===== config.mk =====
export PLATFORM = sky130hd
export DESIGN_NAME = fetch_stage
export DESIGN_NICKNAME = d
export VERILOG_FILES = /design/src/verilog/edu_core_pkg.sv /design/src/verilog/fetch_stage.sv
export SDC_FILE = /design/constraint.sdc
export NUM_CORES = 1
export LEC_CHECK = 0
export ABC_AREA = 1
export BUFFER_PORTS_ARGS = -buffer_cell sky130_fd_sc_hd__buf_2
export CAP_MARGIN = 20
export CORE_ASPECT_RATIO = 1.5
export CORE_MARGIN = 2
export CORE_UTILIZATION = 57
export DETAILED_ROUTE_END_ITERATION = 10
export PLACE_DENSITY_LB_ADDON = 0.08
export SYNTH_ARGS = -nofsm -noshare
export SYNTH_HDL_FRONTEND = slang
export SYNTH_SLANG_ARGS = --single-unit

===== constraint.sdc =====
create_clock -name clk -period 6.14 [get_ports clk]
set_clock_uncertainty 0.1 [all_clocks]
set_input_delay 0.921 -clock clk [delete_from_list [all_inputs] [get_ports clk]]
set_output_delay 0.921 -clock clk [all_outputs]
set_load 0.01 [all_outputs]

===== src/verilog/edu_core_pkg.sv =====
/*
 * Widths, encodings and opcode patterns shared by every stage of the core.
 * Only the classes matched below are legal. Any other word raises the error.
 * Size codes follow the A64 load/store size field. Halfword is not supported.
 */
package edu_core_pkg;

	// ------------------------------------------------------------------------
	// Datapath types
	// ------------------------------------------------------------------------

	// One 64-bit datum or byte address
	typedef logic [63:0] word_t;
	typedef logic [31:0] instr_t;
	// Index 31 is the zero register
	typedef logic [4:0]  reg_idx_t;
	// Flag order N, Z, C, V from bit 3 down
	typedef logic [3:0]  nzcv_t;
	typedef logic [1:0]  mem_size_t;
	typedef logic [1:0]  alu_cmd_t;

	// Access sizes, same codes as instr[31:30] of LDR/STR
	localparam mem_size_t SIZE_B = 2'b00;
	localparam mem_size_t SIZE_W = 2'b10;
	localparam mem_size_t SIZE_D = 2'b11;

	// ALU commands
	// Logical codes equal the opc field of AND/ORR/EOR
	// Subtract is ALU_ADD with B inverted and carry in set
	localparam alu_cmd_t ALU_AND = 2'b00;
	localparam alu_cmd_t ALU_ORR = 2'b01;
	localparam alu_cmd_t ALU_EOR = 2'b10;
	localparam alu_cmd_t ALU_ADD = 2'b11;

	// HINT #0
	localparam instr_t     INST_NOP = 32'hd503_201f;
	localparam reg_idx_t   REG_ZERO = 5'd31;
	localparam logic [3:0] COND_AL  = 4'b1110;

	// ------------------------------------------------------------------------
	// Opcode classes, a word belongs to a class when (word & MASK) == MATCH
	// ------------------------------------------------------------------------

	// ADD/ADDS/SUB/SUBS #imm12, sh must be zero
	localparam instr_t MASK_ADDSUB_IMM  = 32'h1fc0_0000;
	localparam instr_t MATCH_ADDSUB_IMM = 32'h1100_0000;
	// ADD/ADDS/SUB/SUBS register, LSL #0 only
	localparam instr_t MASK_ADDSUB_REG  = 32'h1fe0_fc00;
	localparam instr_t MATCH_ADDSUB_REG = 32'h0b00_0000;
	// AND/ORR/EOR register, no shift, no inverted forms
	localparam instr_t MASK_LOGIC_REG   = 32'h1fe0_fc00;
	localparam instr_t MATCH_LOGIC_REG  = 32'h0a00_0000;
	// LDR/STR unsigned scaled offset, opc[1] clear so no sign-extending loads
	localparam instr_t MASK_LDST_UIMM   = 32'h3f80_0000;
	localparam instr_t MATCH_LDST_UIMM  = 32'h3900_0000;
	// B imm26
	localparam instr_t MASK_B           = 32'hfc00_0000;
	localparam instr_t MATCH_B          = 32'h1400_0000;
	// B.cond imm19
	localparam instr_t MASK_BCOND       = 32'hff00_0010;
	localparam instr_t MATCH_BCOND      = 32'h5400_0000;

endpackage


===== src/verilog/fetch_stage.sv =====
/*
 * PC, next-PC selection and the core enable run.
 * A taken branch loads its target at the end of its execute cycle, so the
 * two fetches already issued behind it complete as delay slots.
 */
`timescale 1ns/1ns

module fetch_stage import edu_core_pkg::*; (
	input  logic  clk,
	input  logic  nreset,
	input  logic  clk_en,
	input  logic  error_flag,
	input  logic  branch_taken,
	input  word_t branch_target,
	output logic  run,
	output word_t pc,
	output word_t instr_addr,
	output logic  instr_en
);

	logic  nreset_sync;
	// Address of the fetch going out this cycle
	word_t fetch_pc;

	// Reset release, seen on the first enabled edge
	always_ff @(posedge clk or negedge nreset) begin
		if (!nreset) begin
			nreset_sync <= 1'b0;
		end else if (clk_en) begin
			nreset_sync <= 1'b1;
		end
	end

	// Stalled by clk_en, stopped for good by a decode error
	assign run = clk_en && !error_flag && nreset_sync;

	always_ff @(posedge clk or negedge nreset) begin
		if (!nreset) begin
			fetch_pc <= '0;
		end else if (run) begin
			fetch_pc <= branch_taken ? branch_target : fetch_pc + word_t'(4);
		end
	end

	// Follows instr_data into decode, one cycle behind the address
	always_ff @(posedge clk) begin
		if (run) begin
			pc <= fetch_pc;
		end
	end

	assign instr_addr = fetch_pc;
	// Stays high through stalls
	assign instr_en   = nreset_sync;

endmodule


---- Word-level counts from Yosys, hierarchy flattened ----
Cells that the tools add are included.
storage, ports and cells
  register bits after elaboration ......... 129
  input bits .............................. 69
  output and inout bits ................... 130
  logic and storage cells ................. 8
operators by class
  add/sub/neg operators ................... 1
  muxes and demuxes ....................... 1
  reduce and logical (&&, ||, !) cells .... 3
operator list
  kind                                                              count
  64-bit by 3-bit adder with 64-bit output (second input constant)  1
  64-bit 2-to-1 mux                                                 1
  1-bit logical AND                                                 2
  1-bit zero test                                                   1

---- Logic depth before layout (Yosys ltp) ----
  depth after elaboration ................. 3
  depth in mapped cells ................... 11
  mapped depth without buffers ............ 11

---- Worst setup path after synthesis ----
Ideal clock, no wire load.
  path kind ............................... input-to-output
  from .................................... in clk_en
  to ...................................... out run
  arrival time ............................ 3.278 ns
  data required time ...................... 5.119 ns
  setup slack ............................. 1.841 ns
  stages .................................. 5
  path buffers ............................ 1
  path through ............................ inv_1 nor2_1 nand2_1 inv_2 clkbuf_1
on the way
  longest elaborated chain between the ends .. 2
RTL lines
  what                            line               RTL
  start: declaration              fetch_stage.sv:11  input logic clk_en,
  1-bit logical AND (2 in a row)  fetch_stage.sv:35  assign run = clk_en && !error_flag && nreset_sync;
  end: declaration                fetch_stage.sv:15  output logic run,
No other way between the ends.

---- Worst setup path after layout ----
Ends and elaborated chain as after synthesis.

==> results_dict.tcl <==
set metrics [dict create \
    status "finished clean" \
    synthesis.instances 1020 \
    gp_congestion 0.965 \
    nets 1287 \
    syn-num-nets 1090 \
    slew_violations 0 \
    crit_cells 7 \
    drive_gt1_share_pct 21.4 \
    postRouteAntennaNets 0 \
    grt_pass1_vias 7180 \
    cts_setup_buffers 0 \
    clk_latency_ps 430 \
    antenna_found_initial 0 \
    cp.required_ps 5120 \
    tns_ps 0 \
    core_sq_um 12500 \
    cts_max_path_buffers 2 \
    synth_top_area_share_pct 26.2 \
    yosysWarningCount 0 \
    fp-row-count 50 \
    num_io_pins 199 \
    numPortBuffers 198 \
    fmax_mhz 291 \
    via_count 7700 \
    peakVddDrop_mv 0.192 \
    grt_pass1_wl_mm 36.5 \
    cp_slowest_cell "buf_4" \
    worst_slew_pin_slew_ps 880 \
    ctsRootBufferMaster "clkbuf_16" \
    detail_route.wl_per_cell_um 17.2 \
    synth_area_leaders "edfxtp_1 (26%), dfrtp_1 (22%), nand2_1 (20%), nor2_1 (7.8%), nand3_1 (5.9%)" \
    startpoint "clk_en" \
    yosysTopAreaCell "edfxtp_1" \
    seq_area_sq_um 3550 \
    multi_input_area_sq_um 3280 \
    endpoint "run" \
    finalCritPeriodShare_pct 55.9 \
    min_from "instr_addr[0]$_DFFE_PN0P_" \
    arrival_ps 2410 \
    path_buf_inv 5 \
    routed-wl-met3_mm 1.95 \
    dp_cells 1354 \
    grt_start_max_net_pins 72 \
    start_util_pct 58.6 \
    p_leak_uw 0.00444 \
    wl_met1_mm 8.99 \
    route.met2.wl_mm 11.9 \
    start_kind "input port" \
    yosysSeqAreaShare_pct 48.4 \
    fillers 1038 \
    end_kind "primary output" \
    ys_ff_latch 129 \
    rsz0062_at_grt "false" \
    die_y_um 143 \
    syn_area_sq_um 7330 \
    hold_viol 0 \
    regToRegSetupSlack_ps 3250 \
    cts.sinks 129 \
    setup_viol 0 \
    min_path_type "flip-flop to flip-flop" \
    die_area_sq_um 13800 \
    cts_tree "yes" \
    post-route-drc-count 0 \
    top_layer "met4" \
    cts_buffers 17 \
    slew_headroom_pct 41.3 \
    dp_hpwl_mm 17.2 \
    maxCapViolCount 0 \
    rr_startpoint "instr_en$_DFFE_PN0P_" \
    avgViaCountPerCell 5.56 \
    cts-htree-levels 4 \
    rr_endpoint "instr_addr[7]$_DFFE_PN0P_" \
    fin_ws_ps 2710 \
    synth_cell_type_count 32 \
    holdBufCountCts 0 \
    criticalPathCategory "input port to primary output" \
    min_period_ps 3430 \
    grt-ovfl-total 0 \
    slowest_delay_ps 410 \
    post_cts_resized 0 \
    crit_family "buffers and inverters" \
    fp.dieW_um 96.6 \
    cp_common_cell "buf_2" \
    postSynthAreaPerCell_sq_um 7.19 \
    final_cells 1386 \
    area_growth_pct 23.3 \
    routed_wl_mm 23.9 \
    r2r_cells 8 \
    path_clk_slew_ps 60 \
    first_pass_iters 5 \
    critPathMaxFanout 36 \
    dp_slack_ps 2580 \
    grt_usage_pct 35.1 \
    powerDensity_nw_per_um2 306 \
    initialDrtViolationCount 586 \
    path_cells "buf_2, inv_1, nor2_1, nand2_2, buf_4, inv_4, buf_2" \
    hold_slack_ps 389 \
    antennaDiodeCount 0 \
]
==> routing by layer <==
layer	vias up	global-route usage [%]
li1	3650	-
met1	3507	43.3
met2	472	58.6
met3	71	5.12
met4	0	18.8
met5	-	0
==> worst min path at each step <==
stage | end | slack, ps | depth (start not counted)
after floorplan | pc[0]$_DFFE_PP_ | 410 | 0
after global placement | pc[0]$_DFFE_PP_ | 380 | 0
after detailed placement | pc[0]$_DFFE_PP_ | 370 | 0
after CTS | pc[0]$_DFFE_PP_ | 390 | 0
after global routing | pc[0]$_DFFE_PP_ | 400 | 0
final | pc[0]$_DFFE_PP_ | 390 | 0
==> cell usage in the layout (no fill, tap or decap), drive strengths merged <==
| cell | count |
|---|---|
| buf | 203 |
| inv | 115 |
| nand3 | 88 |
| bufinv | 1 |
| clkbuf | 19 |
| a21oi | 24 |
| o21ai | 36 |
| a311oi | 1 |
| o22ai | 6 |
| a211oi | 5 |
| xnor2 | 4 |
| o21bai | 1 |
| clkinvlp | 4 |
| or2 | 2 |
| ha | 1 |
| dfrtp | 65 |
| clkinv | 3 |
| nand4 | 15 |
| a31oi | 2 |
| edfxtp | 64 |
| nand2 | 393 |
| nor2 | 167 |
| nand3b | 1 |
| xor2 | 1 |
| nor3 | 7 |
| o211ai | 2 |
==> metrics by stage <==
step | area [sq um] | utilization (%) | total power [uW]
4_1_cts | 9040 | 72.3 | 2760
3_3_place_gp | 8460 | 67.6 | 1750
2_1_floorplan | 7330 | - | 1500
3_5_place_dp | 8460 | 67.6 | 1770
5_1_grt | 9040 | 72.3 | 2890
6_report | 9040 | 72.3 | 2770
==> kinds of logic after synthesis <==
| kind of cell | count (synthesis) | synth area share, % |
|---|---|---|
| buf+inv | 135 | 6.95 |
| xor+xnor | 5 | 0.597 |
| compound gates | 77 | 5.72 |
| simple gates | 673 | 38.2 |
| fa+ha+maj | 1 | 0.171 |
| flops | 129 | 48.4 |
==> flip-flops by register name (all words and copies together), names as in the netlist <==
name	cells
instr_addr	64
instr_en	1
pc	64
==> power breakdown <==
part	internal [uW]	leakage, uW	switching (uW)
combinational	198	0.00279	352
sequential	1050	0.00138	174
clock	585	0.000273	416
total	1830	0.00444	942
==> Yosys cell counts <==
cell and instances:
o22ai_1 6, a31oi_1 2, a311oi_1 1, a21oi_1 24, o211ai_1 2, nand2_4 1
nand3b_1 1, clkbuf_1 16, a211oi_1 5, or2_2 2, o21bai_1 1, nand2_2 7
xnor2_1 4, inv_1 109, nor2_8 1, buf_1 7, nor3_1 7, inv_2 1
o21ai_1 15, nand2_1 385, xor2_1 1, nor2_1 152, nand3_1 87, dfrtp_1 65
edfxtp_1 64, nor2_2 9, nand3_2 1, buf_2 2, nor2_4 5, ha_1 1
nand4_1 15, o21ai_0 21
==> final cells by class <==
class,instances,area share (%)
inverter,110,4.59
multi-input combinational,756,36.2
timing repair buffer,203,11.4
clock buffer,19,5.01
clock inverter,13,1.40
tap,156,2.16
sequential,129,39.2
Note: power is estimated with default switching activity, not from simulation.
