File: config.mk
export PLATFORM = sky130hd
export DESIGN_NAME = mem_wb_stage
export DESIGN_NICKNAME = d
export VERILOG_FILES = /design/src/verilog/edu_core_pkg.sv /design/src/verilog/mem_wb_stage.sv
export SDC_FILE = /design/constraint.sdc
export NUM_CORES = 1
export LEC_CHECK = 0
export ABC_AREA = 1
export BUFFER_PORTS_ARGS = -buffer_cell sky130_fd_sc_hd__buf_2
export CORE_AREA = 2 2 184 186
export CTS_BUF_LIST = sky130_fd_sc_hd__clkbuf_8
export CTS_CLUSTER_SIZE = 28
export DETAILED_ROUTE_END_ITERATION = 10
export DIE_AREA = 0 0 186 188
export PLACE_DENSITY = 0.35
export SYNTH_ARGS = -nofsm -noshare
export SYNTH_HDL_FRONTEND = slang
export SYNTH_SLANG_ARGS = --single-unit
File: constraint.sdc
create_clock -name clk -period 2 [get_ports clk]
set_input_delay 0.2 -clock clk [delete_from_list [all_inputs] [get_ports clk]]
set_output_delay 0.2 -clock clk [all_outputs]
set_load 0.1 [all_outputs]
File: src/verilog/edu_core_pkg.sv
/*
 * Widths, encodings and opcode patterns shared by every stage of the core.
 * Only the classes matched below are legal. Any other word raises the error.
 * Size codes follow the A64 load/store size field. Halfword is not supported.
 */
package edu_core_pkg;

	// ------------------------------------------------------------------------
	// Datapath types
	// ------------------------------------------------------------------------

	// One 64-bit datum or byte address
	typedef logic [63:0] word_t;
	typedef logic [31:0] instr_t;
	// Index 31 is the zero register
	typedef logic [4:0]  reg_idx_t;
	// Flag order N, Z, C, V from bit 3 down
	typedef logic [3:0]  nzcv_t;
	typedef logic [1:0]  mem_size_t;
	typedef logic [1:0]  alu_cmd_t;

	// Access sizes, same codes as instr[31:30] of LDR/STR
	localparam mem_size_t SIZE_B = 2'b00;
	localparam mem_size_t SIZE_W = 2'b10;
	localparam mem_size_t SIZE_D = 2'b11;

	// ALU commands
	// Logical codes equal the opc field of AND/ORR/EOR
	// Subtract is ALU_ADD with B inverted and carry in set
	localparam alu_cmd_t ALU_AND = 2'b00;
	localparam alu_cmd_t ALU_ORR = 2'b01;
	localparam alu_cmd_t ALU_EOR = 2'b10;
	localparam alu_cmd_t ALU_ADD = 2'b11;

	// HINT #0
	localparam instr_t     INST_NOP = 32'hd503_201f;
	localparam reg_idx_t   REG_ZERO = 5'd31;
	localparam logic [3:0] COND_AL  = 4'b1110;

	// ------------------------------------------------------------------------
	// Opcode classes, a word belongs to a class when (word & MASK) == MATCH
	// ------------------------------------------------------------------------

	// ADD/ADDS/SUB/SUBS #imm12, sh must be zero
	localparam instr_t MASK_ADDSUB_IMM  = 32'h1fc0_0000;
	localparam instr_t MATCH_ADDSUB_IMM = 32'h1100_0000;
	// ADD/ADDS/SUB/SUBS register, LSL #0 only
	localparam instr_t MASK_ADDSUB_REG  = 32'h1fe0_fc00;
	localparam instr_t MATCH_ADDSUB_REG = 32'h0b00_0000;
	// AND/ORR/EOR register, no shift, no inverted forms
	localparam instr_t MASK_LOGIC_REG   = 32'h1fe0_fc00;
	localparam instr_t MATCH_LOGIC_REG  = 32'h0a00_0000;
	// LDR/STR unsigned scaled offset, opc[1] clear so no sign-extending loads
	localparam instr_t MASK_LDST_UIMM   = 32'h3f80_0000;
	localparam instr_t MATCH_LDST_UIMM  = 32'h3900_0000;
	// B imm26
	localparam instr_t MASK_B           = 32'hfc00_0000;
	localparam instr_t MATCH_B          = 32'h1400_0000;
	// B.cond imm19
	localparam instr_t MASK_BCOND       = 32'hff00_0010;
	localparam instr_t MATCH_BCOND      = 32'h5400_0000;

endpackage

File: src/verilog/mem_wb_stage.sv
/*
 * Memory port drive and writeback. Strobes are held while run is low.
 * data_rdata is expected in the cycle after data_read.
 * Loads zero-extend by size.
 */
`timescale 1ns/1ns

module mem_wb_stage import edu_core_pkg::*; (
	input  logic      clk,
	input  logic      nreset,
	input  logic      run,
	input  word_t     mem_addr,
	input  word_t     mem_wdata,
	input  word_t     ex_result,
	input  logic      ma_read,
	input  logic      ma_write,
	input  mem_size_t ma_size,
	input  logic      ma_wr_en,
	input  reg_idx_t  ma_wr_idx,
	output word_t     data_addr,
	output word_t     data_wdata,
	output mem_size_t data_size,
	output logic      data_read,
	output logic      data_write,
	input  word_t     data_rdata,
	output logic      wb_en,
	output reg_idx_t  wb_idx,
	output word_t     wb_data
);

	logic      wb_load;
	mem_size_t wb_size;
	word_t     wb_result;
	word_t     load_value;

	// Memory stage outputs
	assign data_addr  = mem_addr;
	assign data_wdata = mem_wdata;
	assign data_size  = ma_size;
	assign data_read  = ma_read;
	assign data_write = ma_write;

	// ------------------------------------------------------------------------
	// Memory to writeback registers
	// ------------------------------------------------------------------------
	always_ff @(posedge clk or negedge nreset) begin
		if (!nreset) begin
			wb_en   <= 1'b0;
			wb_load <= 1'b0;
		end else if (run) begin
			wb_en   <= ma_wr_en;
			wb_load <= ma_read;
		end
	end

	always_ff @(posedge clk) begin
		if (run) begin
			wb_idx    <= ma_wr_idx;
			wb_size   <= ma_size;
			wb_result <= ex_result;
		end
	end

	// Zero extension of the loaded value
	always_comb begin
		case (wb_size)
			SIZE_B:  load_value = {56'b0, data_rdata[7:0]};
			SIZE_W:  load_value = {32'b0, data_rdata[31:0]};
			default: load_value = data_rdata;
		endcase
	end

	assign wb_data = wb_load ? load_value : wb_result;

endmodule

# Yosys cells after proc, flatten, opt, wreduce, memory -nomap -nowiden
# Index checks and enable logic that the tools add are counted.
[word_totals]
ff_bits = 73
output_inout_bits = 202
inputBits = 269
elab_cells = 9
[op_classes]
n_reduce_logical = 1
eq_ne = 1
mux = 2
[ops]
columns = ["op", "count"]
rows = [
  ["case mux 64 bit (2 select lines)", 1],
  ["2-to-1 mux 64 bit", 1],
  ["equality test 2 bit, second input constant", 1],
  ["logical NOT 2 bit", 1],
]

# Logic depth before layout (Yosys ltp)
# Gate-level depths: netlist of the first run.
[depth]
ltp_word = 3
ltp_mapped = 6
depth_no_buf = 4

# Worst setup path before layout of the first run
# No wires, ideal clock.
[synth_timing]
kind = "register -> output"
start = "register wb_load"
end = "output port wb_data[21]"
path_slack_ns = 0.371
required_ns = 1.800
arrival_time_ns = 1.429
path_stages_with_launch = 6
n_path_buf = 2
cell_sequence = "dfrtp_1 -> inv_1 -> buf_4 -> buf_2 -> nand2_1 -> nand2_1"
[synth_via]
elab_chain_cells = 1
[synth_rtl]
columns = ["element", "line_no", "rtl"]
rows = [
  ["start: declaration", "mem_wb_stage.sv:31", "logic wb_load;"],
  ["start signal: assignment", "mem_wb_stage.sv:52", "wb_load <= ma_read;"],
  ["2-to-1 mux 64 bit", "mem_wb_stage.sv:73", "assign wb_data = wb_load ? load_value : wb_result;"],
  ["end: declaration", "mem_wb_stage.sv:28", "output word_t wb_data"],
]
# Every way passes these cells.

# Final worst setup path of the first run
[layout_timing]
start = "register wb_size[0]"
end = "output port wb_data[44]"
[layout_via]
elab_chain_cells = 3
word_cells_on_any_way = 4
cone_classes = "eq/ne: 1; mux: 2; reduce/logical: 1"
[layout_rtl]
columns = ["element", "line_no", "rtl"]
rows = [
  ["start: declaration", "mem_wb_stage.sv:32", "mem_size_t wb_size;"],
  ["start signal: assignment", "mem_wb_stage.sv:59", "wb_size <= ma_size;"],
  ["equality test 2 bit / logical NOT 2 bit (equally long branches)", "mem_wb_stage.sv:66", "case (wb_size)"],
  ["case mux 64 bit (2 select lines) *", "mem_wb_stage.sv:66", ""],
  ["2-to-1 mux 64 bit *", "mem_wb_stage.sv:73", ""],
]
# Mark *: on every way between the ends. The rest lies on a longest branch, timed or not.

==> results.cfg, run 1 <==
[layout]
synthToLayoutAreaGrowth_pct = 58.00
nFillCells = 3671
stdcell_area_mm2 = 0.006787
final_common_cell = nand2_1
nets = 893
final_layout_size_suffix_gt1_share_pct = 37.84
fin_util_pct = 20.50
final_cell_mix = 186 x nand2_1, 147 x buf_2, 71 x edfxtp_1, 70 x dlygate4sd3_1, 68 x buf_12

[detailed_routing]
drtIter0Drc = 94
firstDrtPassIters = 4
wl_mm = 21.48
antenna_left = 0
via_count = 3463
drc = 0
wl_per_cell_um = 19.93
avgViaCountPerCell = 3.212

[worst_setup_path]
ff2ff_path_depth = 3
crit_path_max_incr_delay_ps = 370
arrival_ps = 1590
timing.rr.start = wb_load$_DFFE_PN0P_
crit_chain = buf_4 > nand3_1 > nand2_1 > buf_12
start_kind = flop
critical-path-slowest-cell = edfxtp_1
critPathKind = flop to primary output
ff2ff_setup_slack_ps = 1060
cp_num_buf_inv = 2
crit_required_ps = 1800
cp-end-kind = primary output
path_max_fanout = 32
cp_top_family = buffers and inverters
regToRegEndpoint = wb_load$_DFFE_PN0P_
startpoint = wb_size[0]$_DFFE_PP_

[clocking]
cts_buffers = 9
clock-sinks = 73
root_buffer = clkbuf_8
htreeDepth = 3
cts_max_path_buffers = 2
clk_pin_slew_ps = 90
cts_tree = done
clkLatencyLatePin_ps = 360

[floorplanning]
pin_count = 471
initial_utilization_pct = 12.97
core_region_area_mm2 = 0.03311
die_area_mm2 = 0.03497
chipHeight_um = 188
core.rowCount = 67
fp.dieW_um = 186

[grt]
grtUsageTotal_pct = 11.85
grt-ovfl-total = 0
grt_pass1_wl_mm = 28.30
grt_antenna_before_repair = 1
grt_max_degree = 35
grt_pass1_vias = 3654

[timing]
worst_pin_slew_ps = 538.1
relSlewSlack_pct = 64.37
fin_crit_sh_pct = 89.55
final-hold-violation-count = 0
worst_clock_skew_ps = 0
post-route-min-period_ps = 1791
finalSetupTns_ps = 0
setup_viol = 0
rsz0062_at_grt = false
whs_ps = 39.86
slew_viol_final = 0
fmax_mhz = 558.3

[synthesis]
ys_warn_count = 0
synth_seq_cells = 73
netlist_area_mm2 = 0.004295
seq_area_frac_synth_pct = 50.80
syn_nets = 743
synth_area_per_cell_um2 = 9.062
synthCells = 474
synth.distinct_cells = 11

[hold_path]
min_path_type = primary input to flop
worstHoldEndpoint = wb_result[15]$_DFFE_PP_
holdCritStartpoint = ex_result[15]
hold_depth = 1

[placed_design]
place_hpwl_mm = 17.96
placed_cell_area_mm2 = 0.005866
portBuffers = 212
place.gp.congestion = 0.7542

[job]
drv_cap = 0

[pwr]
p_per_area_mw_per_mm2 = 854.4
leakage_uw = 0.003163
total_power_uw = 5799
ir_worst_vdd_v = 0.0003779

[outcome]
run_status = complete, no violations
[synth_stat cells, drive strengths merged]
master  count  area [µm²]
o21ai       2       10.01
buf       152        1134
nand2     187       704.4
inv        28       105.1
nand3      32       160.2
edfxtp     71        2132
dfrtp       2       50.05
[metrics by stage]
stage,std cells,worst slack (ps)
3_3_place_gp,991,548.5
3_5_place_dp,991,548.6
5_1_grt,1078,50.94
4_1_cts,1077,99.99
6_report,1078,209.0
2_1_floorplan,474,371.4
[state kept, by name, indices dropped and copies added (netlist names)]
signal,cells
wb_en,1
wb_size,2
wb_idx,5
wb_load,1
wb_result,64
[how the worst max path moves through the flow]
stage / end / slack, ps / depth (start not counted)
after floorplan: wb_data[21] / 370 / 5
after global placement: wb_data[24] / 550 / 6
after detailed placement: wb_data[27] / 550 / 6
after CTS: wb_data[21] / 100 / 6
after global routing: wb_data[44] / 50 / 4
final: wb_data[44] / 210 / 4
[what timing repair did]
item | 4_1_cts | 5_1_grt
endpoints found under the hold margin | 71 | 0
setup buffers | 0 | 0
setup endpoints to repair | 0 | 1
hold buffers | 70 | 0
gates resized for setup | 0 | 2
[cell families after synthesis]
kind of cell,Yosys count,share of synthesized area [%]
flip-flops,73,50.80
AND/OR/NAND/NOR,219,20.13
buffers and inverters,180,28.84
AO/OA/AOI/OAI,2,0.2330
[cell type report]
cell class | count | area [µm²] | area share [%]
inverter | 28 | 105.1 | 1.549
sequential | 73 | 2183 | 32.17
antenna | 1 | 2.502 | 0.03687
multi-input combinational | 221 | 874.6 | 12.89
clock inverter | 7 | 86.33 | 1.272
timing repair buffer | 291 | 2850 | 42.00
tap | 448 | 560.5 | 8.260
clock buffer | 9 | 123.9 | 1.825
[layer usage]
layer	wire length, µm	vias to the layer above	global-route usage (%)
met1	5986	1521	9.594
met4	810	0	5.663
met2	10660	241	20.57
met3	4028	50	9.186
met5	0	-	0.4286
li1	-	1651	-
[where the power goes]
group | switching (µW) | internal [µW] | total (µW)
Sequential | 31.0 | 1810 | 1840
Combinational | 1750 | 897 | 2640
Clock | 625 | 690 | 1310
Power figures use the tool's default switching activity.
==> run 2, diff against run 1 <==
--- a/config.mk
+++ b/config.mk
@@ -6,13 +6,13 @@
 export NUM_CORES = 1
 export LEC_CHECK = 0
 export ABC_AREA = 1
-export BUFFER_PORTS_ARGS = -buffer_cell sky130_fd_sc_hd__buf_2
-export CORE_AREA = 2 2 184 186
+export CORE_AREA = 2 2 182 184
 export CTS_BUF_LIST = sky130_fd_sc_hd__clkbuf_8
 export CTS_CLUSTER_SIZE = 28
 export DETAILED_ROUTE_END_ITERATION = 10
-export DIE_AREA = 0 0 186 188
-export PLACE_DENSITY = 0.35
+export DIE_AREA = 0 0 184 186
+export DONT_BUFFER_PORTS = 1
+export PLACE_DENSITY = 0.3
 export SYNTH_ARGS = -nofsm -noshare
 export SYNTH_HDL_FRONTEND = slang
 export SYNTH_SLANG_ARGS = --single-unit
==> constraint.sdc (replaced) <==
create_clock -name clk -period 2 [get_ports clk]
set_input_delay 0.2 -clock clk [delete_from_list [all_inputs] [get_ports clk]]
set_output_delay 0.2 -clock clk [all_outputs]
set_load 0.005 [all_outputs]
==> run 2 against run 1 <==
Design area decreased by 30%. Clock-buffer cell count unchanged. Clock skew unchanged. Critical path depth unchanged. The run now ends with hold timing left. Setup slack improved by 34 ps. Fmax increased by 1.9%. Flip-flop and latch count unchanged. Power decreased by 33%. Wire length decreased by 13%. First-iteration DRC count increased by 36%. Via count decreased by 20%. Critical path type unchanged. Highest routed layer is now met5. Critical endpoint is now wb_data[7]. Combinational power decreased by 82%.
==> results.cfg, run 2 (synthesized netlist as in run 1, its figures left out) <==
[placed_design]
portBuffers = 0
place_hpwl_mm = 15.76
place.gp.congestion = 0.7327
place_ws_ps = 543.5
placed_cell_area_mm2 = 0.003729

[grt]
grt_pass1_wl_mm = 23.67
grt_antenna_before_repair = 4
grt_max_degree = 76
grtUsageTotal_pct = 10.37
grt-ovfl-total = 0
grt_pass1_vias = 2847

[detailed_routing]
avgViaCountPerCell = 3.363
wl_per_cell_um = 22.65
via_count = 2771
firstDrtPassIters = 4
drtIter0Drc = 128
antenna_left = 0
drc = 0
wl_mm = 18.67

[clocking]
clk_pin_slew_ps = 80
root_buffer = clkbuf_8
htreeDepth = 3
clkLatencyLatePin_ps = 350
cts_hold_buf = 74
cts_max_path_buffers = 2
cts_tree = done
clock-sinks = 73
cts_setup_buffers = 0
cts_buffers = 9

[layout]
largest_reg_flops = 64
regMostFlops = wb_result
stdcell_area_mm2 = 0.004737
final_layout_size_suffix_gt1_share_pct = 5.769
antenna_cells = 0
nFillCells = 3644
final_common_cell = nand2_1
final_cell_mix = 186 x nand2_1, 74 x dlygate4sd3_1, 71 x edfxtp_1, 32 x nand3_1, 26 x inv_1
synthToLayoutAreaGrowth_pct = 10.28
top_regs = wb_result (64), wb_idx (5), wb_size (2)
nets = 680

[worst_setup_path]
crit_path_max_incr_delay_ps = 600
crit_required_ps = 1800
critical-path-slowest-cell = dfrtp_4
cp-end-kind = primary output
crit_path_frequent_cell = nand2_1
start_kind = flop
critPathKind = flop to primary output
path_max_fanout = 48
arrival_ps = 1560
crit_chain = inv_2 > buf_12 > nand2_1 > nand2_1

[outcome]
run_status = finished, violations left
violations = hold timing

[timing]
final-hold-violation-count = 70
worst_pin_slew_ps = 550.0
finalSetupTns_ps = 0
slew_viol_final = 0
fin_crit_sh_pct = 87.87
whs_ps = -56.09
fin_ws_ps = 242.7
relSlewSlack_pct = 63.20
post-route-min-period_ps = 1757
setup_viol = 0
worst_clock_skew_ps = 0
fmax_mhz = 569.1
rsz0062_at_grt = false

[floorplanning]
fp.dieW_um = 184
die_area_mm2 = 0.03422
core_region_area_mm2 = 0.03221
pin_count = 471
initial_utilization_pct = 13.34
core.rowCount = 66
chipHeight_um = 186

[job]
drv_cap = 0

[pwr]
p_per_area_mw_per_mm2 = 825.7
ir_worst_vdd_v = 0.0004011
leakage_uw = 0.002005

[hold_path]
min_path_type = primary input to flop
==> run 2: layout make-up <==
class / instances / area, µm² / share of cell area, %
Sequential cell: 73 / 2186 / 46.14
Multi-Input combinational cell: 221 / 874.6 / 18.46
Timing Repair Buffer: 78 / 795.8 / 16.80
Tap cell: 408 / 510.5 / 10.78
Clock inverter: 7 / 141.4 / 2.985
Clock buffer: 9 / 123.9 / 2.615
Inverter: 28 / 105.1 / 2.219
==> run 2: power breakdown <==
| group | internal (µW) | total (µW) | switching (µW) |
|---|---|---|---|
| sequential | 1810 | 1860 | 51.9 |
| combinational | 202 | 480 | 277 |
| clock | 957 | 1570 | 611 |
==> run 2: critical path, delay by kind of cell (launching register included) <==
family                 cells  cell delay (ps)
buffers and inverters      2              330
flip-flops                 1              600
AND/OR/NAND/NOR            2              230
==> run 2: timing repair <==
| item | in CTS | in global routing |
|---|---|---|
| endpoints found under the setup margin | 0 | 1 |
| endpoints found under the hold margin | 146 | 71 |
| resized for setup | 0 | 1 |
==> run 2: per-stage QoR <==
| stage | cells | power, µW | utilization (%) |
|---|---|---|---|
| 3_5_place_dp | 734 | 2268 | 11.58 |
| 3_3_place_gp | 734 | 2267 | 11.58 |
| 2_1_floorplan | 474 | 2388 | - |
| 5_1_grt | 824 | 4118 | 14.71 |
| 4_1_cts | 824 | 4007 | 14.70 |
| 6_report | 824 | 3912 | 14.71 |
==> run 2: final timing paths <==
kind / from / to / slack (ps) / cells past startpoint
worst max-delay path: wb_load$_DFFE_PN0P_ / wb_data[7] / 240 / 4
worst min-delay path: run / wb_result[57]$_DFFE_PP_ / -60 / 0
worst max register to register: wb_load$_DFFE_PN0P_ / wb_load$_DFFE_PN0P_ / 310 / 4
worst min register to register: wb_en$_DFFE_PN0P_ / wb_en$_DFFE_PN0P_ / 1140 / 3
max in group asynchronous: nreset / wb_load$_DFFE_PN0P_ / 1770 / 1
min in group asynchronous: nreset / wb_load$_DFFE_PN0P_ / 80 / 1
==> run 2: routing by layer <==
layer,global-route usage [%],part of all wire (%)
met1,6.817,22
met2,19.18,53
met3,9.665,22
met4,4.576,2.7
met5,0,0.31
==> run 3, diff against run 2 <==
==> constraint.sdc (replaced) <==
create_clock -name clk -period 1.7 [get_ports clk]
set_input_delay 0.17 -clock clk [delete_from_list [all_inputs] [get_ports clk]]
set_output_delay 0.17 -clock clk [all_outputs]
set_load 0.005 [all_outputs]
==> run 3 against run 2 <==
The flow still finishes with violations (hold timing). First-iteration DRC count down 29%. Critical path type unchanged. Design area up 0.26%. Sequential share of layout area down 0.17 points.
==> results.cfg, run 3 (synthesized netlist as in run 1, its figures left out) <==
[layout]
final_layout_size_suffix_gt1_share_pct = 6.190
regMostFlops = wb_result
final_common_cell = nand2_1
top_regs = wb_result (64), wb_idx (5), wb_size (2)
final_cells = 828
largest_reg_flops = 64
nets = 684
synthToLayoutAreaGrowth_pct = 10.57
stdcell_area_mm2 = 0.004750
antenna_cells = 0
final_cell_mix = 186 x nand2_1, 75 x dlygate4sd3_1, 71 x edfxtp_1, 32 x nand3_1, 26 x inv_1

[job]
drv_cap = 0

[detailed_routing]
wl_mm = 19.21
wl_per_cell_um = 23.20
drtIter0Drc = 91
avgViaCountPerCell = 3.408
antenna_left = 0
firstDrtPassIters = 6
drc = 0
via_count = 2822

[clocking]
cts_tree = done
cts_buffers = 9
cts_max_path_buffers = 2
htreeDepth = 3
clock-sinks = 73
clkLatencyLatePin_ps = 370
root_buffer = clkbuf_8
clk_pin_slew_ps = 80
cts_hold_buf = 75

[timing]
fmax_mhz = 630.3
fin_crit_sh_pct = 93.33
post-route-min-period_ps = 1587
rsz0062_at_grt = true
setup_viol = 0
whs_ps = -91.18
worst_pin_slew_ps = 343.4
worst_clock_skew_ps = 0
final-hold-violation-count = 71
relSlewSlack_pct = 77.10
slew_viol_final = 0

[grt]
grt_pass1_wl_mm = 23.67
grt_antenna_before_repair = 1
grt-ovfl-total = 0
grt_pass1_vias = 2847
grt_max_degree = 76
grtUsageTotal_pct = 10.43

[floorplanning]
core.rowCount = 66
chipHeight_um = 186
fp.dieW_um = 184
pin_count = 471
core_region_area_mm2 = 0.03221
initial_utilization_pct = 13.34
die_area_mm2 = 0.03422

[placed_design]
place_hpwl_mm = 15.75
place.gp.congestion = 0.7408
place_inst = 735
placed_cell_area_mm2 = 0.003724
portBuffers = 0

[worst_setup_path]
crit_path_max_incr_delay_ps = 450
critPathKind = flop to primary output
cp-end-kind = primary output
crit_path_frequent_cell = nand2_1
critical-path-slowest-cell = dfrtp_2
start_kind = flop
path_max_fanout = 47
arrival_ps = 1420
crit_chain = inv_2 > buf_12 > nand2_1 > nand2_1
crit_required_ps = 1530

[outcome]
violations = hold timing
run_status = finished, violations left

[hold_path]
min_path_type = primary input to flop

[pwr]
ir_worst_vdd_v = 0.0004004
p_per_area_mw_per_mm2 = 920.3
leakage_uw = 0.002016
run 3: path summary, 6_finish.rpt:
check / startpoint / to / slack, ps / cells after the start
worst max-delay path: wb_load$_DFFE_PN0P_ / wb_data[8] / 110 / 4
worst min-delay path: run / wb_result[57]$_DFFE_PP_ / -90 / 0
worst max register to register: wb_load$_DFFE_PN0P_ / wb_load$_DFFE_PN0P_ / 200 / 4
worst min register to register: wb_en$_DFFE_PN0P_ / wb_en$_DFFE_PN0P_ / 1140 / 3
max in group asynchronous: nreset / wb_load$_DFFE_PN0P_ / 960 / 2
min in group asynchronous: nreset / wb_en$_DFFE_PN0P_ / 580 / 2
run 3: layer usage:
layer	vias to the layer above	GRT usage, %	routed length, µm
li1	1234	-	-
met1	1254	7.085	4459
met2	286	19.37	10280
met3	46	8.961	3837
met4	2	5.088	612
met5	-	0	13
run 3: stage by stage:
step | utilization (%) | setup WS, ps | setup TNS [ps] | power [µW]
floorplan | - | 672.4 | 0 | 2809
global placement | 11.56 | 202.0 | 0 | 2678
detailed placement | 11.56 | 192.7 | 0 | 2675
CTS | 14.62 | 10.60 | 0 | 4462
global route | 14.75 | -9.155 | -18.26 | 4616
finish | 14.75 | 113.4 | 0 | 4371
run 3: area by class of cell:
type / instances / area [µm²]
clock buffers: 9 / 123.9
flip-flops and latches: 73 / 2183
inverters: 28 / 105.1
clock inverters: 7 / 93.84
well taps: 408 / 510.5
fillers: 3640 / 27460
repair buffers: 82 / 853.3
multi-input cells: 221 / 879.6
run 3: where the power goes:
part	internal, µW	switching, µW
Clock	826	747
Combinational	258	363
Sequential	2130	47.6
Total	3210	1160
run 3: what timing repair did:
item / in CTS / in global routing
cloned: 0 / 1
endpoints found under the hold margin: 146 / 71
buffers inserted: 0 / 1
endpoints found under the setup margin: 13 / 4
resized for setup: 4 / 2
run 3: worst max-delay path: cells and delay by family (launching register included):
| family | cells | cell delay (ps) |
|---|---|---|
| buffers and inverters | 2 | 310 |
| AND/OR/NAND/NOR | 2 | 250 |
| flip-flops | 1 | 450 |
