--- config.mk ---
export PLATFORM = sky130hd
export DESIGN_NAME = execute_stage
export DESIGN_NICKNAME = d
export VERILOG_FILES = /design/src/verilog/edu_core_pkg.sv /design/src/verilog/execute_stage.sv
export SDC_FILE = /design/constraint.sdc
export NUM_CORES = 1
export LEC_CHECK = 0
export BUFFER_PORTS_ARGS = -buffer_cell sky130_fd_sc_hd__buf_4
export CORE_AREA = 2 2 187 189
export DETAILED_ROUTE_END_ITERATION = 10
export DIE_AREA = 0 0 189 191
export PLACE_DENSITY = 0.65
export SLEW_MARGIN = 20
export SYNTH_ARGS = -nofsm -noshare
export SYNTH_HDL_FRONTEND = slang
export SYNTH_SLANG_ARGS = --single-unit
--- constraint.sdc ---
create_clock -name clk -period 12.7 [get_ports clk]
set_clock_uncertainty 0.2 [all_clocks]
set_input_delay 1.905 -clock clk [delete_from_list [all_inputs] [get_ports clk]]
set_output_delay 1.905 -clock clk [all_outputs]
set_load 0.02 [all_outputs]
--- src/verilog/edu_core_pkg.sv ---
/*
 * Widths, encodings and opcode patterns shared by every stage of the core.
 * Only the classes matched below are legal. Any other word raises the error.
 * Size codes follow the A64 load/store size field. Halfword is not supported.
 */
package edu_core_pkg;

	// ------------------------------------------------------------------------
	// Datapath types
	// ------------------------------------------------------------------------

	// One 64-bit datum or byte address
	typedef logic [63:0] word_t;
	typedef logic [31:0] instr_t;
	// Index 31 is the zero register
	typedef logic [4:0]  reg_idx_t;
	// Flag order N, Z, C, V from bit 3 down
	typedef logic [3:0]  nzcv_t;
	typedef logic [1:0]  mem_size_t;
	typedef logic [1:0]  alu_cmd_t;

	// Access sizes, same codes as instr[31:30] of LDR/STR
	localparam mem_size_t SIZE_B = 2'b00;
	localparam mem_size_t SIZE_W = 2'b10;
	localparam mem_size_t SIZE_D = 2'b11;

	// ALU commands
	// Logical codes equal the opc field of AND/ORR/EOR
	// Subtract is ALU_ADD with B inverted and carry in set
	localparam alu_cmd_t ALU_AND = 2'b00;
	localparam alu_cmd_t ALU_ORR = 2'b01;
	localparam alu_cmd_t ALU_EOR = 2'b10;
	localparam alu_cmd_t ALU_ADD = 2'b11;

	// HINT #0
	localparam instr_t     INST_NOP = 32'hd503_201f;
	localparam reg_idx_t   REG_ZERO = 5'd31;
	localparam logic [3:0] COND_AL  = 4'b1110;

	// ------------------------------------------------------------------------
	// Opcode classes, a word belongs to a class when (word & MASK) == MATCH
	// ------------------------------------------------------------------------

	// ADD/ADDS/SUB/SUBS #imm12, sh must be zero
	localparam instr_t MASK_ADDSUB_IMM  = 32'h1fc0_0000;
	localparam instr_t MATCH_ADDSUB_IMM = 32'h1100_0000;
	// ADD/ADDS/SUB/SUBS register, LSL #0 only
	localparam instr_t MASK_ADDSUB_REG  = 32'h1fe0_fc00;
	localparam instr_t MATCH_ADDSUB_REG = 32'h0b00_0000;
	// AND/ORR/EOR register, no shift, no inverted forms
	localparam instr_t MASK_LOGIC_REG   = 32'h1fe0_fc00;
	localparam instr_t MATCH_LOGIC_REG  = 32'h0a00_0000;
	// LDR/STR unsigned scaled offset, opc[1] clear so no sign-extending loads
	localparam instr_t MASK_LDST_UIMM   = 32'h3f80_0000;
	localparam instr_t MATCH_LDST_UIMM  = 32'h3900_0000;
	// B imm26
	localparam instr_t MASK_B           = 32'hfc00_0000;
	localparam instr_t MATCH_B          = 32'h1400_0000;
	// B.cond imm19
	localparam instr_t MASK_BCOND       = 32'hff00_0010;
	localparam instr_t MATCH_BCOND      = 32'h5400_0000;

endpackage

--- src/verilog/execute_stage.sv ---
/*
 * ALU, NZCV flags, condition check and the execute-to-memory registers.
 * One adder serves arithmetic, load/store addresses and branch targets.
 * With sf low the upper half is zeroed and flags come from bit 31.
 */
`timescale 1ns/1ns

module execute_stage import edu_core_pkg::*; (
	input  logic       clk,
	input  logic       nreset,
	input  logic       run,
	input  word_t      op_n,
	input  word_t      op_m,
	input  word_t      op_a,
	input  alu_cmd_t   alu_cmd,
	input  logic       invert_b,
	input  logic       sf,
	input  logic       set_flags,
	input  logic [3:0] cond,
	input  logic       is_branch,
	input  logic       mem_read,
	input  logic       mem_write,
	input  mem_size_t  mem_size,
	input  logic       wr_en,
	input  reg_idx_t   wr_idx,
	output logic       branch_taken,
	output word_t      branch_target,
	output word_t      mem_addr,
	output word_t      mem_wdata,
	output word_t      ex_result,
	output logic       ma_read,
	output logic       ma_write,
	output mem_size_t  ma_size,
	output logic       ma_wr_en,
	output reg_idx_t   ma_wr_idx
);

	word_t       b_op;
	logic [64:0] sum64;
	logic [32:0] sum32;
	word_t       alu_raw;
	word_t       alu_result;
	nzcv_t       alu_flags;
	nzcv_t       flags;
	logic        cond_ok;

	// ------------------------------------------------------------------------
	// ALU
	// ------------------------------------------------------------------------
	// Invert plus carry in gives subtraction
	assign b_op  = invert_b ? ~op_m : op_m;
	assign sum64 = {1'b0, op_n} + {1'b0, b_op} + 65'(invert_b);
	// Narrow sum only for the 32-bit carry
	assign sum32 = {1'b0, op_n[31:0]} + {1'b0, b_op[31:0]} + 33'(invert_b);

	always_comb begin
		case (alu_cmd)
			ALU_AND: alu_raw = op_n & b_op;
			ALU_ORR: alu_raw = op_n | b_op;
			ALU_EOR: alu_raw = op_n ^ b_op;
			default: alu_raw = sum64[63:0];
		endcase
	end

	assign alu_result = sf ? alu_raw : {32'b0, alu_raw[31:0]};

	// Overflow when operands agree in sign and the sum does not
	assign alu_flags[3] = sf ? alu_result[63] : alu_result[31];
	assign alu_flags[2] = alu_result == '0;
	assign alu_flags[1] = sf ? sum64[64] : sum32[32];
	assign alu_flags[0] = sf ?
		(op_n[63] == b_op[63]) && (sum64[63] != op_n[63]) :
		(op_n[31] == b_op[31]) && (sum32[31] != op_n[31]);

	always_ff @(posedge clk or negedge nreset) begin
		if (!nreset) begin
			flags <= '0;
		end else if (run && set_flags) begin
			flags <= alu_flags;
		end
	end

	// ------------------------------------------------------------------------
	// Condition check by the A64 table
	// ------------------------------------------------------------------------
	// cond[0] inverts all but AL and NV
	always_comb begin
		case (cond[3:1])
			3'b000:  cond_ok = flags[2];
			3'b001:  cond_ok = flags[1];
			3'b010:  cond_ok = flags[3];
			3'b011:  cond_ok = flags[0];
			3'b100:  cond_ok = flags[1] && !flags[2];
			3'b101:  cond_ok = flags[3] == flags[0];
			3'b110:  cond_ok = (flags[3] == flags[0]) && !flags[2];
			default: cond_ok = 1'b1;
		endcase
		if (cond[0] && cond[3:1] != 3'b111) begin
			cond_ok = !cond_ok;
		end
	end

	assign branch_taken  = is_branch && cond_ok;
	// op_n holds the branch PC here
	assign branch_target = alu_result;

	// ------------------------------------------------------------------------
	// Execute to memory registers
	// ------------------------------------------------------------------------
	always_ff @(posedge clk or negedge nreset) begin
		if (!nreset) begin
			ma_read  <= 1'b0;
			ma_write <= 1'b0;
			ma_wr_en <= 1'b0;
		end else if (run) begin
			ma_read  <= mem_read;
			ma_write <= mem_write;
			ma_wr_en <= wr_en;
		end
	end

	always_ff @(posedge clk) begin
		if (run) begin
			ex_result <= alu_result;
			mem_wdata <= op_a;
			ma_size   <= mem_size;
			ma_wr_idx <= wr_idx;
		end
	end

	// Load/store address is the ALU sum
	assign mem_addr = ex_result;

	// Taken branch uses a plain 64-bit add and makes no write or access
	a_branch_only: assert property (@(posedge clk) disable iff (!nreset)
		branch_taken |-> alu_cmd == ALU_ADD && !invert_b && sf &&
		!wr_en && !mem_read && !mem_write);

endmodule

Word level (Yosys, flattened, before mapping)
Cells that the tools add are included.
Widths: inputs -> output; s select.
- register bits: 142
- input bits: 215
- output and inout bits: 267
- word-level logic and storage cells: 50
- add/sub/neg operators: 4
- equal/unequal tests: 14
- mux-type cells: 8
- bitwise gates (word level): 4
- reduce and logical (&&, ||, !) cells: 12
- operators with widths (kind ; count):
    $pmux 64 s3 ; 1
    $mux 64 ; 2
    $add 64x64->65 ; 1
    $add 65x1->65 ; 1
    $and 64x64->64 ; 1
    $logic_not 64->1 ; 1
    $not 64->64 ; 1
    $or 64x64->64 ; 1
    $xor 64x64->64 ; 1
    $add 32x32->33 ; 1
    $add 33x1->33 ; 1
    $eq 3x3->1 const B ; 3
    $logic_and 1x1->1 ; 7
    $pmux 1 s7 ; 1
    $eq 3x2->1 const B ; 2
    $mux 1 ; 4
    $eq 1x1->1 ; 3
    $eq 3x1->1 const B ; 1
    $logic_not 3->1 ; 1
    $ne 3x3->1 const B ; 1
    $eq 2x1->1 const B ; 1
    $eq 2x2->1 const B ; 1
    $logic_not 1->1 ; 2
    $logic_not 2->1 ; 1
    $ne 1x1->1 ; 2

Longest topological paths before layout
Gate-level depths: netlist (run 1).
- depth in word-level cells: 7
- mapped depth: 18
- gate-level depth less buffers: 15

Least setup slack after synthesis (run 1)
Ideal clock, no wire load.
- path kind: input port to output port
- start point: input invert_b
- end point: output branch_target[56]
- arrival time: 5958 ps
- required time: 10595 ps
- setup slack: 4637 ps
- cell stages on the path: 16
- buffers on the path: 3
- cell sequence: clkbuf_1 -> buf_1 -> xor2_1 -> inv_1 -> ha_1 -> clkbuf_1 -> nand4_1 -> nor4_1 -> nor3b_1 -> nor3_1 -> o31ai_1 -> or4b_2 -> o21ai_0 -> xor2_1 -> a21oi_1 -> nor2_1
- longest elaborated chain between the ends: 5
- elaborated cells between the ends (all ways): 8
- classes of those cells: 2 x add/sub; 3 x mux; 3 x bitwise
- ends and longest elaborated chain (what ; line ; text):
    start, declared ; execute_stage.sv:16 ; input logic invert_b,
    $mux 64 ; execute_stage.sv:51 ; assign b_op = invert_b ? ~op_m : op_m;
    $add 64x64->65 ; execute_stage.sv:52 ; assign sum64 = {1'b0, op_n} + {1'b0, b_op} + 65'(invert_b);
    $add 65x1->65 ; execute_stage.sv:52 ;
    $pmux 64 s3 (*) ; execute_stage.sv:57 ; case (alu_cmd)
    $mux 64 (*) ; execute_stage.sv:65 ; assign alu_result = sf ? alu_raw : {32'b0, alu_raw[31:0]};
    end, declared ; execute_stage.sv:27 ; output word_t branch_target,
Mark *: on every way between the ends. The rest lies on a longest branch, timed or not.

Worst setup path in the final report (run 1)
Same ends and word-level chain as after synthesis.

==> impl_metrics.ini, run 1 <==
[layout]
nets = 2227
drive_gt1_share_pct = 30.4
areaGrowthSynthToFinish_pct = 30.7
nFillCells = 3233
postLayoutCellArea_um2 = 17400
stdcell_count = 2359
finish.utilization_pct = 50.9

[clock_network]
clock_latency_ns = 0.43
clock_sinks = 142
htree_levels = 4
clkTransAtPathRegs_ns = 0.06
cts_root_buf = clkbuf_16
hold_buffers = 0
tritoncts = yes
cts_buffers = 17
cts_resized = 0
cts_max_path_buffers = 2
cts_setup_buffers = 0

[power]
total_leakage_power_nw = 8.11
ir_drop_mv = 0.0775
p_seq_share_pct = 29.4
power.switching_mw = 0.829
switching_share_pct = 40.6
p_comb_share_pct = 46.9
powerDensity_nw_per_um2 = 118
clock_power_share_pct = 23.8
p_int_mw = 1.21

[hold_path]
min_path_type = reg2reg
worstHoldStart = flags[1]$_DFFE_PN0P_

[synth]
synth.area.top_cells = edfxtp_1 31%, ha_1 12%, xor2_1 5.1%, a21oi_1 4.4%, inv_1 4.2%
synth_area_um2 = 13300
yosysSeqAreaShare_pct = 31.8
synth-async-reset-ratio_pct = 4.93
netlist_instances = 1496
yosysUniqueCellTypes = 86
synth.avg_cell_area_um2 = 8.88
synth_top_area_cell = edfxtp_1
ys_ff_latch = 142
syn-num-nets = 1840
synth_edf_count = 135
synth_top_area_share_pct = 30.5
synthFlopType = edfxtp_1
yosys_warnings = 0

[timing]
hold_viol = 0
tightest_slew_ns = 1.20
final_max_slew_viol_count = 0
min_period_over_period_pct = 71.0
fin_setup_tns_ns = 0
min_period_ns = 9.01
rsz0062_at_grt = false
maxSlewHeadroom_pct = 20.0
setup_viol = 0
timing.fmax_ghz = 0.111

[floorplan]
die_x_um = 189
ios = 482
die_area_um2 = 36100
initial_core_util_pct = 39.0
dieHeight_um = 191
rows = 68
core_um2 = 34100

[grt]
grt_max_degree = 63
grt_pass1_wl_mm = 77.7
grt_pass1_vias = 12800
antenna_found_initial = 6
track_usage_pct = 28.5
overflow = 0

[setup_path]
reg2reg_depth = 1
crit_slowest_cell = or4b_2
cp-start-kind = input pin
worstSetupEndpoint = branch_target[56]
path_max_fanout = 32
crit_top_cell = buf_4
path_class = in2out
worst-r2r-setup-slack_ns = 11.75
crit_start = invert_b
worstReg2RegStart = ma_wr_en$_DFFE_PN0P_
r2r-end = ma_wr_en$_DFFE_PN0P_
endpoint_kind = output port
path_cells = buf_4, buf_4, buf_12, xor2_1, inv_1, ha_1, nand4_1, nor4_1, nand4_1, a21oi_1, nor3_1, o31ai_1, or4b_2, o21ai_0, xor2_1, a21oi_1, nor2_1, buf_4
critPathArrivalTime_ns = 6.91
slowest_delay_ns = 0.62
crit_required_ns = 10.60

[route]
vias_per_cell = 5.58
firstDrtPassIters = 5
detail-route-antenna-nets = 0
drc = 0
drt-initial-drc-count = 1199
num_vias = 13200
wl_per_cell_um = 22.6
totalWireLength_mm = 53.4

[placement]
dpl.cell_count = 2318
place_congestion = 0.955
portBuffers = 481
dp_hpwl_mm = 42.7
placed_cell_area_um2 = 16800

[status]
status = complete, no violations

[run]
drv_cap = 0
[final cells by class]
| type | count | area, um2 | area share [%] |
|---|---|---|---|
| timing repair buffer | 506 | 3810 | 22.0 |
| tap | 455 | 569 | 3.28 |
| clock buffer | 19 | 433 | 2.49 |
| inverter | 153 | 574 | 3.31 |
| multi-input combinational | 1063 | 7600 | 43.8 |
| antenna | 8 | 20.0 | 0.115 |
| clock inverter | 13 | 128 | 0.735 |
| sequential | 142 | 4230 | 24.3 |
[synthesized netlist by cell type (all sizes together), types with 6 or more instances]
cell type and count:
nor4 12, nand2 124, nor2 97, o211ai 12, a221oi 18, o21a 16, ha 128, o22ai 7
and2 6, a21oi 118, buf 83, nand3 15, o2111ai 6, a21o 25, o21ai 84, clkbuf 55
a31oi 15, dfrtp 7, a211oi 17, inv 150, o21bai 9, mux2 6, a211o 8, a221o 16
nand4 38, xor2 77, nor3 25, a21boi 6, or4 9, edfxtp 135, xnor2 15, o31ai 6
a311oi 6, nand2b 8, or3 10, mux2i 53, and3 8
[per-stage QoR]
| step | setup WS [ns] | hold slack, ns | power (mW) |
|---|---|---|---|
| 2_1_floorplan | 4.64 | 0.242 | 1.18 |
| 3_3_place_gp | 3.69 | 0.264 | 1.54 |
| 3_5_place_dp | 3.62 | 0.273 | 1.55 |
| 4_1_cts | 3.59 | 0.286 | 2.04 |
| 5_1_grt | 3.23 | 0.308 | 2.14 |
| 6_report | 3.69 | 0.279 | 2.04 |
[placed cells by master, fill, tap and decap left out, types with 7 or more instances in the layout]
cell type | synthesis | layout
mux2i_1 | 53 | 53
clkbuf_16 | 0 | 17
nand3_1 | 15 | 15
o211ai_1 | 12 | 12
xnor2_1 | 15 | 15
a21oi_1 | 118 | 118
or3_1 | 8 | 8
nand4_1 | 38 | 38
nor4_1 | 10 | 10
nor3_1 | 25 | 25
diode_2 | 0 | 8
o21bai_1 | 9 | 9
ha_1 | 128 | 128
buf_4 | 66 | 504
xor2_1 | 77 | 77
a211oi_1 | 16 | 16
dfrtp_1 | 7 | 7
o22ai_1 | 7 | 7
o21ai_0 | 81 | 81
nand2_1 | 124 | 124
a21o_1 | 25 | 25
nor2_1 | 96 | 95
nand2b_1 | 8 | 8
a221oi_1 | 18 | 18
a221o_1 | 11 | 11
and3_1 | 8 | 8
a31oi_1 | 15 | 15
o21a_1 | 16 | 16
inv_1 | 150 | 150
edfxtp_1 | 135 | 135
[worst min path at each step]
stage | end | depth (start not counted) | slack (ns)
floorplan | flags[1]$_DFFE_PN0P_ | 1 | 0.24
global placement | flags[1]$_DFFE_PN0P_ | 1 | 0.26
detailed placement | flags[1]$_DFFE_PN0P_ | 1 | 0.27
CTS | flags[1]$_DFFE_PN0P_ | 1 | 0.29
global route | flags[1]$_DFFE_PN0P_ | 1 | 0.31
finish | flags[1]$_DFFE_PN0P_ | 1 | 0.28
[cell families after synthesis]
logic type      Yosys count  synth area share [%]
compound gates          403                  20.0
simple gates            377                  13.9
buf+inv                 291                  11.0
flops                   142                  31.8
fa+ha+maj               129                  12.2
xor+xnor                 92                  6.06
mux                      62                  5.04
[worst max-delay path, delay by kind of cell]
family / cells / cell delay, ns
simple gates: 6 / 1.98
buf+inv: 5 / 1.17
compound gates: 4 / 0.93
fa+ha+maj: 1 / 0.47
xor+xnor: 2 / 0.42
[per-layer routing]
metal  up-vias  global-route usage [%]  wire length [um]
met4         0                    11.8              1840
met1      6290                    37.8             22200
met3        98                    4.52              4050
li1       6150                       -                 -
met5         -                       0                 0
met2       636                    46.4             25200
[flip-flops by register name, summed over array words and instances (netlist names)]
signal     cells
ex_result     64
ma_wr_idx      5
ma_read        1
ma_wr_en       1
mem_wdata     64
ma_write       1
ma_size        2
flags          4
[power groups by stage]
stage | clock network [mW] | logic, mW | registers [mW]
after floorplan | 0 | 0.519 | 0.663
after global placement | 0 | 0.936 | 0.608
after detailed placement | 0 | 0.943 | 0.610
after CTS | 0.497 | 0.947 | 0.600
after global routing | 0.512 | 1.03 | 0.605
final | 0.485 | 0.957 | 0.600
No activity file was read; power rests on OpenSTA's default activity.
==> run 2, diff against run 1 <==
--- a/config.mk
+++ b/config.mk
@@ -9,7 +9,7 @@
 export CORE_AREA = 2 2 187 189
 export DETAILED_ROUTE_END_ITERATION = 10
 export DIE_AREA = 0 0 189 191
-export PLACE_DENSITY = 0.65
+export PLACE_DENSITY = 0.68
 export SLEW_MARGIN = 20
 export SYNTH_ARGS = -nofsm -noshare
 export SYNTH_HDL_FRONTEND = slang
==> constraint.sdc (replaced) <==
create_clock -name clk -period 7.7 [get_ports clk]
set_clock_uncertainty 0.2 [all_clocks]
set_input_delay 1.155 -clock clk [delete_from_list [all_inputs] [get_ports clk]]
set_output_delay 1.155 -clock clk [all_outputs]
set_load 0.02 [all_outputs]
==> impl_metrics.ini, run 2 (synthesis gave the netlist of run 1 again) <==
[layout]
finish.utilization_pct = 51.4
areaGrowthSynthToFinish_pct = 31.8
nets = 2244
drive_gt1_share_pct = 31.1
postLayoutCellArea_um2 = 17500
stdcell_count = 2376
most-common-layout-cells = 520 x buf_4, 150 x inv_1, 135 x edfxtp_1, 128 x ha_1, 124 x nand2_1
layout_commonest_cell = buf_4
reg_top3 = ex_result (64), mem_wdata (64), ma_wr_idx (5)

[route]
drt-initial-drc-count = 1252
detail-route-antenna-nets = 0
totalWireLength_mm = 54.4
firstDrtPassIters = 5
drc = 0
wl_per_cell_um = 22.9
num_vias = 13400
vias_per_cell = 5.62

[setup_path]
cp-start-kind = input pin
endpoint_kind = output port
reg2reg_depth = 1
crit_required_ns = 6.34
worstReg2RegStart = ma_wr_en$_DFFE_PN0P_
critPathArrivalTime_ns = 5.77
r2r-end = ma_wr_en$_DFFE_PN0P_
worst-r2r-setup-slack_ns = 6.74
path_class = in2out
path_max_fanout = 25

[clock_network]
cts_resized = 0
cts_root_buf = clkbuf_16
cts_max_path_buffers = 2
cts_buffers = 17
hold_buffers = 0
tritoncts = yes
clock_latency_ns = 0.42
clock_sinks = 142
cts_setup_buffers = 0
htree_levels = 4
clkTransAtPathRegs_ns = 0.06

[grt]
antenna_found_initial = 8
grt_max_degree = 82
track_usage_pct = 29.1
overflow = 0
grt_pass1_vias = 12600
grt_pass1_wl_mm = 78.3

[placement]
placed_cell_area_um2 = 16900
dpl.cell_count = 2335
place_congestion = 0.995
dp_hpwl_mm = 44.7
portBuffers = 481
post-place-ws_ns = 0.596

[timing]
setup_viol = 0
hold-worst-slack_ns = 0.295
min_period_over_period_pct = 92.5
fin_setup_tns_ns = 0
timing.fmax_ghz = 0.140
hold_viol = 0
final_max_slew_viol_count = 0
fin_ws_ns = 0.578
rsz0062_at_grt = false
tightest_slew_ns = 1.04
min_period_ns = 7.12
maxSlewHeadroom_pct = 30.8

[hold_path]
whs_endpoint = flags[1]$_DFFE_PN0P_
hold_path_depth = 1
worstHoldStart = flags[1]$_DFFE_PN0P_
min_path_type = reg2reg

[floorplan]
die_area_um2 = 36100
dieHeight_um = 191
rows = 68
die_x_um = 189
initial_core_util_pct = 39.0
ios = 482
core_um2 = 34100

[status]
status = complete, no violations

[power]
power_mw = 3.43
total_leakage_power_nw = 8.20
ir_drop_mv = 0.102
powerDensity_nw_per_um2 = 196

[run]
drv_cap = 0
[run 2: changes by cell type in the layout (fill, tap and decap cells not counted), sizes merged]
cell,change
bufinv,+1
clkinvlp,-1
buf,+17
[run 2: worst max-delay path by stage]
stage | start | end | slack, ns
2_1_floorplan | invert_b | branch_target[56] | 1.14
3_3_place_gp | invert_b | branch_target[61] | 0.62
3_5_place_dp | invert_b | branch_target[61] | 0.60
4_1_cts | invert_b | branch_target[61] | 0.57
5_1_grt | invert_b | branch_target[61] | 0.26
6_report | invert_b | branch_target[61] | 0.58
[run 2: worst max-delay path: stages]
cell and delay [ns]:
buf_4 0.31, buf_12 0.26, xor2_1 0.33, ha_1 0.33
a21oi_1 0.27, o21ai_0 0.20, a31oi_1 0.51, o2111ai_1 0.27
a21oi_1 0.21, buf_4 0.16, o21ai_0 0.12, a31oi_1 0.59
nor3_1 0.14, nor2_1 0.17, xor2_1 0.08, a21boi_0 0.41
buf_4 0.23
[run 2: metal layers]
metal  GRT usage (%)  wire length, um  vias up
met2            46.8            25700      678
met5               0                0        -
met3            4.70             4270       97
met1            38.8            22600     6406
met4            12.3             1840        0
li1                -                -     6176
[run 2: cell type report]
cell class	instances	area, um2
repair buffers	523	3940
multi-input cells	1063	7600
fillers	3223	16600
flip-flops and latches	142	4230
well taps	455	569
inverters	153	574
clock buffers	19	433
diodes	8	20.0
clock inverters	13	154
[run 2: where the power goes]
part	total, mW	internal, mW	switching (mW)
Sequential	0.992	0.947	0.0447
Clock	0.841	0.485	0.356
Combinational	1.60	0.617	0.985
Total	3.43	2.05	1.39
==> run 3, diff against run 2 <==
--- a/config.mk
+++ b/config.mk
@@ -9,7 +9,8 @@
 export CORE_AREA = 2 2 187 189
 export DETAILED_ROUTE_END_ITERATION = 10
 export DIE_AREA = 0 0 189 191
-export PLACE_DENSITY = 0.68
+export GPL_TIMING_DRIVEN = 0
+export PLACE_DENSITY = 0.75
 export SLEW_MARGIN = 20
 export SYNTH_ARGS = -nofsm -noshare
 export SYNTH_HDL_FRONTEND = slang
==> impl_metrics.ini, run 3 (synthesis gave the netlist of run 1 again) <==
[floorplan]
initial_core_util_pct = 39.0
die_x_um = 189
ios = 482
rows = 68
core_um2 = 34100
die_area_um2 = 36100
dieHeight_um = 191

[route]
firstDrtPassIters = 8
vias_per_cell = 5.68
wl_per_cell_um = 23.9
num_vias = 14100
drt-initial-drc-count = 1364
totalWireLength_mm = 59.1
detail-route-antenna-nets = 0
drc = 0

[grt]
track_usage_pct = 31.2
overflow = 0
grt_max_degree = 102
grt_pass1_vias = 13000
grt_pass1_wl_mm = 83.0
antenna_found_initial = 8

[clock_network]
clock_latency_ns = 0.42
cts_buffers = 17
cts_root_buf = clkbuf_16
tritoncts = yes
cts_max_path_buffers = 2
clkTransAtPathRegs_ns = 0.06
htree_levels = 4
hold_buffers = 0
clock_sinks = 142

[layout]
areaGrowthSynthToFinish_pct = 36.7
nFillCells = 3245
finish.utilization_pct = 53.2
drive_gt1_share_pct = 32.5
reg_top3 = ex_result (64), mem_wdata (64), ma_wr_idx (5)
nets = 2340
stdcell_count = 2474
layout_commonest_cell = buf_4
postLayoutCellArea_um2 = 18200
most-common-layout-cells = 545 x buf_4, 150 x inv_1, 135 x edfxtp_1, 128 x ha_1, 124 x nand2_1

[run]
drv_cap = 0

[placement]
dp_hpwl_mm = 48.0
portBuffers = 480
placed_cell_area_um2 = 17500
dpl.cell_count = 2433
place_congestion = 1.05

[timing]
rsz0062_at_grt = false
min_period_over_period_pct = 99.0
final_max_slew_viol_count = 0
tightest_slew_ns = 1.35
setup_viol = 0
timing.fmax_ghz = 0.131
maxSlewHeadroom_pct = 9.14
hold_viol = 0
min_period_ns = 7.62

[setup_path]
path_max_fanout = 12
crit_required_ns = 6.34
endpoint_kind = output port
critPathArrivalTime_ns = 6.27
cp-start-kind = input pin
path_class = in2out
worst-r2r-setup-slack_ns = 6.74

[power]
ir_drop_mv = 0.129
p_int_mw = 2.05
p_comb_share_pct = 48.3
total_leakage_power_nw = 8.52
clock_power_share_pct = 23.3
powerDensity_nw_per_um2 = 192
power.switching_mw = 1.44
p_seq_share_pct = 28.4
switching_share_pct = 41.3

[hold_path]
min_path_type = reg2reg

[status]
status = complete, no violations
run 3: cell count changes in the layout (fill, tap and decap cells not counted), sizes merged:
cell,previous run,this run
clkdlybuf4s18,0,1
clkdlybuf4s15,0,1
clkbuf,19,72
clkinv,4,6
buf,523,563
diode,8,10
bufinv,2,1
run 3: power by group through the flow:
stage                     Clock [mW]  Sequential (mW)  Combinational (mW)
after CTS                      0.823            0.988                1.65
after detailed placement           0             1.00                1.64
after floorplan                    0             1.09               0.856
final                          0.813            0.988                1.68
after global routing           0.855            0.996                1.78
after global placement             0             1.00                1.62
run 3: path summary, 6_finish.rpt:
check | end | startpoint | cells after the start
setup reg to reg | ma_wr_en$_DFFE_PN0P_ | ma_wr_en$_DFFE_PN0P_ | 1
max in group asynchronous | ma_read$_DFFE_PN0P_ | nreset | 1
setup / recovery | branch_target[56] | invert_b | 18
hold reg to reg | flags[1]$_DFFE_PN0P_ | flags[1]$_DFFE_PN0P_ | 1
hold / removal | flags[1]$_DFFE_PN0P_ | flags[1]$_DFFE_PN0P_ | 1
min in group asynchronous | ma_wr_en$_DFFE_PN0P_ | nreset | 1
run 3: metrics by stage:
step	setup TNS [ns]	power [mW]	hold WS, ns	setup slack (ns)
after CTS	0	3.46	0.280	0.00189
final	0	3.49	0.273	0.0754
after global placement	-6.25	2.62	0.267	-0.750
after detailed placement	-6.24	2.65	0.273	-0.727
after global routing	0	3.64	0.310	0.00893
after floorplan	0	1.95	0.242	1.14
run 3: area by class of cell:
class,count,area (um2),area share [%]
clock inverters,14,133,0.730
multi-input cells,1063,7660,42.2
diodes,10,25.0,0.138
repair buffers,482,3640,20.1
clock buffers,18,429,2.36
flip-flops and latches,142,4230,23.3
well taps,455,569,3.13
plain buffers,137,901,4.96
inverters,153,574,3.16
run 3: critical path, cell delays in order:
cell,delay (ns)
buf_4,0.20
clkdlybuf4s18_2,0.53
xor2_1,0.24
inv_1,0.07
ha_1,0.27
clkbuf_1,0.39
nand4_1,0.34
nor4_2,0.51
nand4_1,0.14
a21oi_1,0.19
nor3_1,0.13
o31ai_1,0.54
or4b_2,0.67
o21ai_0,0.13
xor2_1,0.17
a21oi_1,0.10
nor2_1,0.25
buf_4,0.21
run 3: per-layer routing:
metal	global-route usage (%)	up-vias	share of wire, %
met5	0	-	0
met4	12.8	0	3.8
met3	5.95	113	8.8
met2	50.4	796	46
met1	41.0	6760	41
li1	-	6386	-
run 3: timing repair:
action / in CTS / in global routing
pin swaps: 0 / 0
setup endpoints to repair: 18 / 4
cloned: 0 / 0
setup buffers: 0 / 0
resized for setup: 6 / 7
